**config.mk**
```make
export PLATFORM = sky130hd
export DESIGN_NAME = load_lane
export DESIGN_NICKNAME = d
export VERILOG_FILES = /design/src/hw/mem_pkg.sv /design/src/hw/load_lane.sv
export SDC_FILE = /design/constraint.sdc
export NUM_CORES = 1
export LEC_CHECK = 0
export ABC_AREA = 0
export BUFFER_PORTS_ARGS = -buffer_cell sky130_fd_sc_hd__buf_4
export CAP_MARGIN = 15
export CORE_UTILIZATION = 35
export DETAILED_ROUTE_END_ITERATION = 7
export GPL_TIMING_DRIVEN = 0
export HOLD_SLACK_MARGIN = 0.03
export REMOVE_ABC_BUFFERS = 1
export SLEW_MARGIN = 20
export SYNTH_ARGS = -nofsm -noshare
export SYNTH_HDL_FRONTEND = slang
export SYNTH_SLANG_ARGS = --single-unit
```
**constraint.sdc**
```tcl
create_clock -name i_clk -period 2.3 [get_ports i_clk]
set_input_delay 0.23 -clock i_clk [delete_from_list [all_inputs] [get_ports i_clk]]
set_output_delay 0.23 -clock i_clk [all_outputs]
set_load 0.03 [all_outputs]
```
**src/hw/mem_pkg.sv**
```systemverilog
// data memory shared definitions
package mem_pkg;

  localparam int XLEN       = 64;
  localparam int NBYTES     = XLEN / 8;          // byte lanes per word
  localparam int OFFS_W     = $clog2(NBYTES);    // byte offset bits
  localparam int MEM_WORDS  = 256;
  localparam int WORD_IDX_W = 8;                 // addr[10:3]

  // bit 0 set means unsigned load, bits 2:1 give the size
  typedef enum logic [2:0] {
    MEM_LB   = 3'd0,
    MEM_LBU  = 3'd1,
    MEM_LH   = 3'd2,
    MEM_LHU  = 3'd3,
    MEM_LW   = 3'd4,
    MEM_LWU  = 3'd5,
    MEM_LD   = 3'd6,
    MEM_NONE = 3'd7
  } memop_e;

  // natural alignment check, used by both lanes
  function automatic logic is_aligned(memop_e op, logic [OFFS_W-1:0] off);
    logic ok;
    case (op)
      MEM_LH, MEM_LHU: ok = (off[0] == 1'b0);
      MEM_LW, MEM_LWU: ok = (off[1:0] == 2'b00);
      MEM_LD:          ok = (off == '0);
      default:         ok = 1'b1;  // bytes always fit
    endcase
    return ok;
  endfunction

endpackage

```
**src/hw/load_lane.sv**
```systemverilog
// load decode, alignment and extension
`timescale 1ns/1ps

module load_lane (
  input  logic                              i_clk,
  input  logic                              i_rst_n,
  input  logic                              i_ren,
  input  logic                              i_block,     // store in same cycle
  input  mem_pkg::memop_e                   i_memop,
  input  logic [mem_pkg::XLEN-1:0]          i_addr,
  input  logic [mem_pkg::XLEN-1:0]          i_ram_word,
  output logic                              o_ram_ren,
  output logic [mem_pkg::WORD_IDX_W-1:0]    o_ram_idx,
  output logic                              o_misalign,
  output logic [mem_pkg::XLEN-1:0]          o_rdata,
  output logic                              o_rvalid
);

  logic                       req;
  logic                       aligned;
  logic                       s1_valid;
  logic [mem_pkg::OFFS_W-1:0] s1_off;
  mem_pkg::memop_e            s1_op;
  logic [mem_pkg::XLEN-1:0]   shifted;
  logic [mem_pkg::XLEN-1:0]   fmt;

  // stage one, issue the read
  assign req     = i_ren && !i_block && (i_memop != mem_pkg::MEM_NONE);
  assign aligned = mem_pkg::is_aligned(i_memop, i_addr[mem_pkg::OFFS_W-1:0]);

  assign o_ram_ren  = req && aligned;
  assign o_misalign = req && !aligned;
  assign o_ram_idx  = i_addr[mem_pkg::WORD_IDX_W+mem_pkg::OFFS_W-1:mem_pkg::OFFS_W];

  always_ff @(posedge i_clk or negedge i_rst_n) begin
    if (!i_rst_n) begin
      s1_valid <= 1'b0;
    end else begin
      s1_valid <= o_ram_ren;
    end
  end

  // follows the ram read register
  always_ff @(posedge i_clk) begin
    if (o_ram_ren) begin
      s1_off <= i_addr[mem_pkg::OFFS_W-1:0];
      s1_op  <= i_memop;
    end
  end

  // stage two, align and extend
  assign shifted = i_ram_word >> {s1_off, 3'b000};

  always_comb begin
    case (s1_op)
      mem_pkg::MEM_LB:  fmt = {{(mem_pkg::XLEN-8){shifted[7]}}, shifted[7:0]};
      mem_pkg::MEM_LBU: fmt = {{(mem_pkg::XLEN-8){1'b0}}, shifted[7:0]};
      mem_pkg::MEM_LH:  fmt = {{(mem_pkg::XLEN-16){shifted[15]}}, shifted[15:0]};
      mem_pkg::MEM_LHU: fmt = {{(mem_pkg::XLEN-16){1'b0}}, shifted[15:0]};
      mem_pkg::MEM_LW:  fmt = {{(mem_pkg::XLEN-32){shifted[31]}}, shifted[31:0]};
      mem_pkg::MEM_LWU: fmt = {{(mem_pkg::XLEN-32){1'b0}}, shifted[31:0]};
      default:          fmt = shifted;  // doubleword
    endcase
  end

  always_ff @(posedge i_clk or negedge i_rst_n) begin
    if (!i_rst_n) begin
      o_rvalid <= 1'b0;
      o_rdata  <= '0;
    end else begin
      o_rvalid <= s1_valid;
      o_rdata  <= s1_valid ? fmt : '0;  // zero between results
    end
  end

  // nothing can be in flight across reset release
  a_no_rvalid_after_reset: assert property (
    @(posedge i_clk) $rose(i_rst_n) |=> !o_rvalid
  ) else $error("load_lane: rvalid right after reset release");

endmodule

```
==> impl_metrics.py <==
metrics = {
    "outcome": {
        "status": "finished, final reports clean",
    },
    "global_routing": {
        "grt_pass1_wl_mm": 22.0,
        "grt.busiest_layer": "met2",
        "use_met1_pct": 28.5,
        "antenna_found_initial": 0,
        "grt_overflow": 0,
        "track_usage_pct": 22.4,
        "grt_pass1_vias": 3979,
        "met2_usage_pct": 37.2,
        "grt_max_degree": 67,
        "met3_usage_pct": 6.43,
    },
    "setup_path": {
        "crit_required_ns": 2.49,
        "cp-start-kind": "flip-flop",
        "critPathKind": "flip-flop to flip-flop",
        "reg2reg_depth": 6,
        "end_kind": "flip-flop",
        "path_max_fanout": 31,
        "crit_arrival_ns": 2.46,
    },
    "drt": {
        "vias": 3928,
        "dr.first_iter.drc_count": 192,
        "routed_wl_mm": 14.5,
        "drt_first_pass_iters": 4,
        "wl_per_cell_um": 20.5,
        "drc": 0,
        "viasPerCell": 5.52,
        "ant_nets": 0,
    },
    "logic_synthesis": {
        "ys_ff_latch": 72,
        "synthCells": 415,
        "ys_seq_area_share_pct": 40.9,
        "synth_most_common_cell": "dfrtp_1",
        "yosysTopAreaCell": "dfrtp_1",
        "synth-async-reset-ratio_pct": 91.7,
        "synth_ff_type": "dfrtp_1",
        "synth_edf_count": 6,
        "syn-cell-area_um2": 4480,
        "ys.warnings.count": 0,
        "yosys-top-cells-area": "dfrtp_1 37%, mux4_2 12%, mux2i_1 8.5%, a21oi_1 6.3%, mux2_2 4.8%",
        "yosys.area.top_type_share_pct": 36.9,
        "ys_types": 41,
        "yosys-top-cells-count": "66 x dfrtp_1, 56 x a21oi_1, 39 x nand2_1, 38 x mux2i_1, 31 x a31oi_1",
        "avgSynthCellArea_um2": 10.8,
    },
    "flow_run": {
        "maxCapViolCount": 0,
    },
    "timing": {
        "tightest_slew_ns": 0.895,
        "rsz0062_at_grt": "yes",
        "hold_violations": 0,
        "period_needed_ns": 2.27,
        "max_slew_margin_pct": 40.2,
        "fmax_ghz": 0.441,
        "finalClockSkew_ns": 0.00468,
        "final.period_utilization_pct": 98.6,
        "drv_slew": 0,
        "layout_setup_ws_ns": 0.0322,
        "setup_viol": 0,
    },
    "floorplan": {
        "initial_utilization_pct": 36.5,
        "io_pins": 210,
        "dieWidth_um": 115,
        "rows": 40,
        "fp.dieH_um": 115,
        "core_area_um2": 12300,
        "die_area_um2": 13300,
    },
    "pwr": {
        "power.density_nw_per_um2": 568,
        "internal-power_mw": 2.50,
        "irDropWorstVdd_mv": 0.261,
        "p_leak_nw": 2.87,
        "power_frac_seq_pct": 38.9,
        "p_sw_uw": 963,
        "switching_share_pct": 27.8,
        "p_comb_share_pct": 21.7,
        "clkPwrFrac_pct": 39.4,
    },
    "finish": {
        "n_antenna_cell": 0,
        "final_core_util_pct": 49.7,
        "layout.cells.non_filler": 711,
        "syn_to_final_growth_pct": 36.1,
        "nNetsFinal": 673,
        "fill_cells": 1120,
        "drive_gt1_share_pct": 43.3,
    },
    "placed_design": {
        "gp_congestion": 0.817,
        "dp_cells": 682,
        "dp_slack_ns": -0.730,
        "portBuffers": 140,
        "hpwl_mm": 9.64,
    },
    "cts": {
        "htreeDepth": 3,
        "clk_pin_slew_ns": 0.06,
        "cts_tree": "built",
        "numClockSinks": 72,
        "clk-insertion-delay-late_ns": 0.34,
        "clockRootBuffer": "clkbuf_16",
        "hold_buffers": 0,
        "cts_buffer_depth": 2,
        "numCtsBuffers": 9,
    },
    "worst_hold_path": {
        "holdCritPathClass": "primary input to asynchronous set/reset pin",
    },
}
## timing repair
action / 4_1_cts / 5_1_grt
setup buffers: 12 / 1
pin swaps: 2 / 6
resized for setup: 10 / 5
setup endpoints to repair: 62 / 50
## through the flow
stage	TNS (ns)	power (mW)	instance area, um2	hold WS [ns]
detailed placement	-33.44	2.09	5640	0.405
global route	-0.394	3.61	6100	0.0706
finish	0	3.46	6100	0.00957
floorplan	-86.15	1.77	4210	-0.0656
CTS	0	3.48	6070	0.0517
global placement	-160.34	2.07	5470	0.397
## layer usage
layer	share of wire [%]	wire length, um
met5	0	0
met2	50	7310
met4	1.1	166
met1	40	5820
met3	8.5	1240
## area by class of cell
| class | count | area (um2) | area share (%) |
|---|---|---|---|
| multi-input cells | 289 | 2430 | 39.8 |
| flip-flops and latches | 72 | 1830 | 30.1 |
| repair buffers | 163 | 1320 | 21.6 |
| clock buffers | 9 | 225 | 3.69 |
| well taps | 168 | 210 | 3.45 |
| clock inverters | 7 | 62.6 | 1.03 |
| inverters | 3 | 21.3 | 0.349 |
## layout by cell type, fill, tap and decap left out, types with 2 or more instances in the layout
cell type	n
nor2b_1	3
clkinv_1	2
mux2_4	2
mux2_2	19
buf_4	150
mux2i_1	38
edfxtp_1	6
clkinv_4	2
a21oi_1	56
buf_6	5
mux4_2	24
and2_1	3
o21a_1	8
o21ai_0	2
o211ai_1	7
nor2_1	8
nand3_1	2
a31oi_1	31
nand2_1	38
o2bb2ai_1	14
buf_8	7
clkinv_2	2
nand3_4	2
a22o_1	8
nand2b_1	7
clkbuf_16	9
dfrtp_1	65
nor3_2	2
clkinvlp_4	2
## cell families (layout without fill, tap and decap cells)
kind of cell / count (synthesis) / in the layout / share of synthesized area [%]
AND/OR/NAND/NOR: 74 / 74 / 7.85
AO/OA/AOI/OAI: 132 / 132 / 18.9
buffers and inverters: 54 / 182 / 6.29
multiplexers: 83 / 83 / 26.0
flip-flops: 72 / 72 / 40.9
## power groups by stage
| stage | clock network (mW) | logic (mW) | registers (mW) |
|---|---|---|---|
| global route | 1.45 | 0.809 | 1.35 |
| global placement | 0 | 0.649 | 1.42 |
| CTS | 1.39 | 0.744 | 1.35 |
| floorplan | 0 | 0.314 | 1.46 |
| finish | 1.36 | 0.751 | 1.35 |
| detailed placement | 0 | 0.706 | 1.38 |
## state kept, by name (all words and copies together), names as in the netlist
signal    count
o_rdata      64
s1_valid      1
s1_op         3
s1_off        3
o_rvalid      1
## worst max-delay path: stages, from the launching register on
cell,delay [ns]
edfxtp_1,0.37
buf_6,0.16
buf_16,0.16
mux2_4,0.32
mux4_2,0.58
nand3_4,0.36
a31oi_1,0.16
## path summary, 6_finish.rpt
path	slack (ns)	end	from
min in group i_clk	0.08	s1_off[1]	i_addr[1]
hold reg to reg	0.65	o_rvalid	s1_valid
setup / recovery	0.03	o_rdata[43]	s1_off[1]
max in group asynchronous	1.70	s1_valid	i_rst_n
setup reg to reg	0.03	o_rdata[43]	s1_off[1]
hold / removal	0.01	o_rvalid	i_rst_n
No activity file was read; power rests on OpenSTA's default activity.
