--- src/hw/mem_pkg.sv ---
// data memory shared definitions
package mem_pkg;

  localparam int XLEN       = 64;
  localparam int NBYTES     = XLEN / 8;          // byte lanes per word
  localparam int OFFS_W     = $clog2(NBYTES);    // byte offset bits
  localparam int MEM_WORDS  = 256;
  localparam int WORD_IDX_W = 8;                 // addr[10:3]

  // bit 0 set means unsigned load, bits 2:1 give the size
  typedef enum logic [2:0] {
    MEM_LB   = 3'd0,
    MEM_LBU  = 3'd1,
    MEM_LH   = 3'd2,
    MEM_LHU  = 3'd3,
    MEM_LW   = 3'd4,
    MEM_LWU  = 3'd5,
    MEM_LD   = 3'd6,
    MEM_NONE = 3'd7
  } memop_e;

  // natural alignment check, used by both lanes
  function automatic logic is_aligned(memop_e op, logic [OFFS_W-1:0] off);
    logic ok;
    case (op)
      MEM_LH, MEM_LHU: ok = (off[0] == 1'b0);
      MEM_LW, MEM_LWU: ok = (off[1:0] == 2'b00);
      MEM_LD:          ok = (off == '0);
      default:         ok = 1'b1;  // bytes always fit
    endcase
    return ok;
  endfunction

endpackage

--- src/hw/store_lane.sv ---
// store mask and data alignment
`timescale 1ns/1ps

module store_lane (
  input  logic                              i_wen,
  input  mem_pkg::memop_e                   i_memop,
  input  logic [mem_pkg::XLEN-1:0]          i_addr,
  input  logic [mem_pkg::XLEN-1:0]          i_wdata,
  output logic                              o_ram_wen,
  output logic [mem_pkg::WORD_IDX_W-1:0]    o_ram_idx,
  output logic [mem_pkg::NBYTES-1:0]        o_ram_mask,
  output logic [mem_pkg::XLEN-1:0]          o_ram_data,
  output logic                              o_misalign
);

  logic [mem_pkg::OFFS_W-1:0] off;
  logic [mem_pkg::NBYTES-1:0] base_mask;
  logic                       req;
  logic                       aligned;

  assign off     = i_addr[mem_pkg::OFFS_W-1:0];
  assign req     = i_wen && (i_memop != mem_pkg::MEM_NONE);
  assign aligned = mem_pkg::is_aligned(i_memop, off);

  assign o_ram_idx = i_addr[mem_pkg::WORD_IDX_W+mem_pkg::OFFS_W-1:mem_pkg::OFFS_W];

  // lanes covered at offset zero, signedness is irrelevant for stores
  always_comb begin
    case (i_memop)
      mem_pkg::MEM_LB, mem_pkg::MEM_LBU: base_mask = 8'h01;
      mem_pkg::MEM_LH, mem_pkg::MEM_LHU: base_mask = 8'h03;
      mem_pkg::MEM_LW, mem_pkg::MEM_LWU: base_mask = 8'h0f;
      default:                           base_mask = 8'hff;
    endcase
  end

  assign o_ram_mask = base_mask << off;
  assign o_ram_data = i_wdata << {off, 3'b000};   // byte offset to bits

  assign o_ram_wen  = req && aligned;  // misaligned stores dropped
  assign o_misalign = req && !aligned;

  always_comb begin
    if (o_ram_wen) begin
      assert (o_ram_mask != '0)
        else $error("store_lane: write enabled with empty byte mask");
    end
  end

endmodule

--- config.mk ---
export PLATFORM = sky130hd
export DESIGN_NAME = store_lane
export DESIGN_NICKNAME = d
export VERILOG_FILES = /design/src/hw/mem_pkg.sv /design/src/hw/store_lane.sv
export SDC_FILE = /design/constraint.sdc
export NUM_CORES = 1
export LEC_CHECK = 0
export ABC_AREA = 1
export BUFFER_PORTS_ARGS = -buffer_cell sky130_fd_sc_hd__buf_2
export CORE_ASPECT_RATIO = 0.6
export CORE_MARGIN = 2
export CORE_UTILIZATION = 30
export DETAILED_ROUTE_END_ITERATION = 6
export PLACE_DENSITY = 0.73
export SYNTH_ARGS = -nofsm -noshare
export SYNTH_HDL_FRONTEND = slang
export SYNTH_SLANG_ARGS = --single-unit
--- constraint.sdc ---
create_clock -name vclk -period 1.61
set_input_delay 0 -clock vclk [all_inputs]
set_output_delay 0 -clock vclk [all_outputs]
set_load 0.03 [all_outputs]
==> metrics.yaml, run 1 <==
outcome:
  status: "finished clean"
global_route:
  grt_pass1_wl_um: 14700
  grt_pass1_vias: 3208
  antenna_found_initial: 0
  overflow: 0
  top_usage_layer: "met2"
  grt_usage: 0.217
  grtUsageMet1: 0.289
  met3_usage: 0.0332
  grt_max_degree: 64
  globalRouteMet2Util: 0.368
worst_setup_path:
  slowest_stage: "inv_4"
  cp_max_fo: 63
  cp.arrival_ps: 1320
  cp_cell_sequence: "buf_2, inv_4, nand2_1, nand3_1, nand3_1, nand2_1, buf_2"
  required_ps: 1610
  critPathKind: "in2out"
  max_stage_delay_ps: 440
  cp-start-kind: "input port"
  crit_path_end_kind: "output port"
hold_path:
  holdPathEnd: "o_ram_idx[5]"
  hp-class: "in2out"
  hp-start: "i_addr[8]"
  whs_path_depth: 0
route:
  routed_wl_um: 9400
  post_drt_wl_per_cell_um: 13.6
  drc: 0
  drt_iter0_drc: 341
  drt-vias-per-instance: 5.20
  vias: 3606
  ant_nets: 0
  firstDrtPassIters: 5
logic_synthesis:
  syn_nets: 626
  avgSynthCellArea_um2: 4.38
  synth_area_um2: 2160
  ys_seq_area_frac: 0
  synth_cell_types: 17
  synthCells: 494
  ys_warn_count: 0
die:
  chipWidth_um: 114
  io_pins: 214
  die_h_um: 69.8
  start_util: 0.317
  die_area_um2: 7930
  core_area_um2: 6820
  num_rows: 23
sta:
  period_minus_slack_ps: 1320
  setup_slack_ps: 293
  fin_crit_sh: 0.818
  grt_setup_unrepaired: "false"
  slew_viol_final: 0
  clock.fmax_ghz: 0.760
  relSlewSlack: 0.596
  setup_viol: 0
  fin_setup_tns_ps: 0
  worst_pin_slew_ps: 607
  hold_viol_final: 0
placed_design:
  gp_congestion: 0.922
  place_ws_ps: 321
  post-dp-hpwl_um: 7280
  port_buffers: 145
layout:
  drive_gt1_frac: 0.266
  nFillCells: 796
  fin_nets: 740
  nClkBuffers: 0
  areaGrowthSynthToFinish_pct: 30.9
  nFlopsAndLatches: 0
  multi_input_area_um2: 1770
  diodes: 0
  seq_area_um2: 0
power:
  ir_worst_vdd_v: 0.000187
  combPwrFrac: 1.000
  p_clk_frac: 0
  switching_share: 0.697
  leakage_nw: 1.88
  powerDensity_nw_per_um2: 399
  power_switching_w: 0.000787
  power_frac_seq: 0
  internal_power_w: 0.000343
cts:
  cts_resized: 0
  cts_setup_buffers: 0
  cts_hold_buf: 0
job:
  cap_violations: 0
-- synth_stat cells --
cell type,number,area (um2)
nand2_1,233,875
nand3_1,138,691
nor2_1,32,120
inv_1,30,113
buf_4,18,135
buf_2,17,85.1
a21oi_1,10,50.1
clkbuf_1,5,18.8
buf_6,2,22.5
inv_4,2,12.5
buf_1,1,3.75
inv_2,1,3.75
nand2_2,1,6.26
nand4_1,1,6.26
nor2_2,1,6.26
nor2_4,1,11.3
o21ai_1,1,5.00
-- routing by layer --
layer | wire, um | vias up | share of wire
li1 | - | 1799 | -
met1 | 4060 | 1593 | 0.43
met2 | 4270 | 198 | 0.45
met3 | 870 | 16 | 0.093
met4 | 204 | 0 | 0.022
met5 | 0 | - | 0
-- cells by family after synthesis --
logic type,after synthesis,synth area share
buffers and inverters,76,0.182
AO/OA/AOI/OAI,11,0.0254
AND/OR/NAND/NOR,407,0.792
-- layout make-up --
cell class         instances  area share
well taps                 87      0.0384
repair buffers           155       0.291
multi-input cells        418       0.625
inverters                 33      0.0455
-- through the flow --
stage,std cells,utilization,power [W],cell area (um2),hold WS [ps]
final,693,0.416,0.00113,2830,0.0392
after global routing,693,0.416,0.00123,2830,0.170
after CTS,693,0.416,0.00113,2830,0.205
after detailed placement,693,0.416,0.00113,2830,0.205
after global placement,693,0.416,0.00111,2830,0.205
after floorplan,494,-,0.000811,2160,132
-- cells in the final DEF (no fill, tap or decap) --
cell type  instances
buf_2            145
nand4_1            1
nand2_1          233
nor2_4             1
inv_2              1
nand2_2            1
nor2_1            32
nand3_1          138
buf_4              8
buf_12             2
inv_1             30
inv_4              2
nor2_2             1
a21oi_1           10
o21ai_1            1
-- worst max-delay path by stage --
stage                          from              to  slack [ps]  cells after the start
final                     i_addr[0]  o_ram_data[61]         290                      7
after global routing      i_addr[0]  o_ram_data[25]         180                      7
after global placement    i_addr[0]  o_ram_data[61]         330                      7
after floorplan           i_addr[1]  o_ram_data[10]         630                      6
after detailed placement  i_addr[0]  o_ram_data[61]         320                      7
after CTS                 i_addr[0]  o_ram_data[61]         320                      7
-- power by group through the flow --
stage / Combinational [W] / Clock, W / Sequential (W)
2_1_floorplan: 0.000811 / 0 / 0
3_3_place_gp: 0.00111 / 0 / 0
3_5_place_dp: 0.00113 / 0 / 0
4_1_cts: 0.00113 / 0 / 0
5_1_grt: 0.00123 / 0 / 0
6_report: 0.00113 / 0 / 0
-- worst max-delay path: cells and delay by family --
kind	cells	cell delay [ps]
buf+inv	3	770
simple gates	4	510
Note: power is estimated with default switching activity, not from simulation.
==> inputs of run 2 (changes only) <==
--- a/config.mk
+++ b/config.mk
@@ -11,7 +11,7 @@
 export CORE_MARGIN = 2
 export CORE_UTILIZATION = 30
 export DETAILED_ROUTE_END_ITERATION = 6
-export PLACE_DENSITY = 0.73
+export PLACE_DENSITY = 0.76
 export SYNTH_ARGS = -nofsm -noshare
 export SYNTH_HDL_FRONTEND = slang
 export SYNTH_SLANG_ARGS = --single-unit
==> constraint.sdc (replaced) <==
create_clock -name vclk -period 1.06
set_input_delay 0 -clock vclk [all_inputs]
set_output_delay 0 -clock vclk [all_outputs]
set_load 0.03 [all_outputs]
==> run 2 against run 1 <==
Sequential share of layout area stayed put; count of clock-buffer cells in the layout stayed put; final area is 16% higher; non-clock buffer count is 25 higher; global-route usage is 1.3 points lower; worst hold slack hardly changed; critical path depth is 2 higher; combinational power is 70% higher; critical path type unchanged.
==> metrics.yaml, run 2 (same netlist as run 1, synthesis figures left out) <==
power:
  leakage_nw: 2.08  # +10%
  combPwrFrac: 1.000  # about the same
  internal_power_w: 0.000692  # +100%
  switching_share: 0.640  # -0.0568
  p_total_w: 0.00192  # +70%
  power_frac_seq: 0  # unchanged
  powerDensity_nw_per_um2: 584  # +47%
  ir_worst_vdd_v: 0.000272  # +46%
  power_switching_w: 0.00123  # +56%
  p_clk_frac: 0  # unchanged
die:
  num_rows: 23  # unchanged
  die_h_um: 69.8  # unchanged
  die_area_um2: 7930  # unchanged
  chipWidth_um: 114  # unchanged
  io_pins: 214  # unchanged
  start_util: 0.317  # unchanged
  core_area_um2: 6820  # unchanged
layout:
  nFlopsAndLatches: 0  # unchanged
  nClkBuffers: 0  # unchanged
  drive_gt1_frac: 0.315  # +0.0497
  layout_commonest_cell: "nand2_1"
  multi_input_area_um2: 1820  # +2.8%
  fin_area_um2: 3290  # +16%
  seq_area_um2: 0  # unchanged
  nFillCells: 767  # -3.6%
  areaGrowthSynthToFinish_pct: 51.8
  final_core_util: 0.482  # +0.0664
  final_cell_mix: "225 x nand2_1, 137 x nand3_1, 119 x buf_2, 38 x buf_4, 32 x nor2_1"
  diodes: 0  # unchanged
  fin_nets: 765  # +3.4%
worst_setup_path:
  cp_max_fo: 7  # -89%
  required_ps: 1060  # -550 ps
  slowest_stage: "clkbuf_16"
  cp_cell_sequence: "buf_6, clkbuf_16, nor2_4, clkbuf_16, nand2_1, nand2_1, nand2_1, nand2_1, buf_4"
  critPathKind: "in2out"
  crit_end: "o_ram_data[49]"
  path_depth: 9  # +2
  max_stage_delay_ps: 170  # -270 ps
  crit_buf_inv: 4  # +1
  cp.arrival_ps: 1010  # -310 ps
  crit_family: "buffers and inverters"
  cp-start-kind: "input port"
  crit_path_end_kind: "output port"
  crit_path_frequent_cell: "nand2_1"
  cp-startpoint: "i_addr[0]"
sta:
  worst_pin_slew_ps: 378  # -229 ps
  slew_viol_final: 0  # unchanged
  fin_setup_tns_ps: 0  # unchanged
  clock.fmax_ghz: 0.991
  relSlewSlack: 0.748  # +0.153
  fin_crit_sh: 0.952
  hold_viol_final: 0  # unchanged
  period_minus_slack_ps: 1010
  setup_viol: 0  # unchanged
global_route:
  grt_pass1_vias: 3045  # -5.1%
  grt_pass1_wl_um: 13800  # -6.1%
  grt_usage: 0.204  # -0.0130
  overflow: 0  # unchanged
  antenna_found_initial: 0  # unchanged
  grt_max_degree: 36  # -44%
placed_design:
  place_area_um2: 3090  # +8.9%
  post-dp-hpwl_um: 7290  # +0.22%
  port_buffers: 145  # unchanged
  gp_congestion: 0.966  # +4.8%
route:
  drc: 0  # unchanged
  routed_wl_um: 9300  # -1.1%
  drt_iter0_drc: 458  # +34%
  vias: 3697  # +2.5%
  drt-vias-per-instance: 5.15  # -1.0%
  ant_nets: 0  # unchanged
  firstDrtPassIters: 5  # unchanged
  post_drt_wl_per_cell_um: 12.9  # -4.5%
hold_path:
  hp-class: "in2out"
outcome:
  status: "finished clean"
job:
  cap_violations: 0  # unchanged
## run 2: cell types whose count changed in the layout (fill, tap and decap cells not counted), moves of 2 or more
cell,delta
buf_6,+6
buf_12,+7
a21oi_1,-4
clkbuf_4,+6
buf_4,+30
a21oi_2,+4
buf_2,-26
nand2_2,+7
nand2_1,-8
clkbuf_16,+2
## run 2: worst min-delay path by stage
stage,startpoint,depth (start not counted),end,slack [ps]
2_1_floorplan,i_addr[3],1,o_ram_idx[0],130
3_3_place_gp,i_addr[7],0,o_ram_idx[4],0.2
3_5_place_dp,i_addr[7],0,o_ram_idx[4],0.2
4_1_cts,i_addr[7],0,o_ram_idx[4],0.2
5_1_grt,i_addr[8],0,o_ram_idx[5],0.2
6_report,i_addr[7],0,o_ram_idx[4],0.06
## run 2: final cells by class
type / instances / share of cell area
Multi-Input combinational cell: 418 / 0.554
Timing Repair Buffer: 180 / 0.372
Inverter: 33 / 0.0407
Tap cell: 87 / 0.0331
## run 2: power groups by stage
stage | clock network (W) | logic, W | registers (W)
finish | 0 | 0.00192 | 0
global route | 0 | 0.00208 | 0
detailed placement | 0 | 0.00180 | 0
CTS | 0 | 0.00181 | 0
floorplan | 0 | 0.00123 | 0
global placement | 0 | 0.00179 | 0
## run 2: metal layers
| metal | GRT usage | vias up | wire, um |
|---|---|---|---|
| met4 | 0.0149 | 0 | 82 |
| met2 | 0.385 | 216 | 4580 |
| met1 | 0.261 | 1624 | 3740 |
| met3 | 0.0201 | 10 | 902 |
| met5 | 0 | - | 0 |
| li1 | - | 1847 | - |
## run 2: what timing repair did
action / in CTS / in global routing
resized for setup: 3 / 64
cloned: 0 / 2
hold buffers: 0 / 0
setup buffers: 0 / 1
setup endpoints to repair: 8 / 50
pin swaps: 0 / 6
## run 2: metrics by stage
step / hold slack, ps / setup slack [ps] / cells
finish: 0.0576 / 50.9 / 718
global route: 0.174 / -7.29 / 718
CTS: 0.205 / 0.177 / 715
detailed placement: 0.205 / -32.5 / 715
global placement: 0.205 / 14.4 / 715
floorplan: 132 / 81.2 / 494
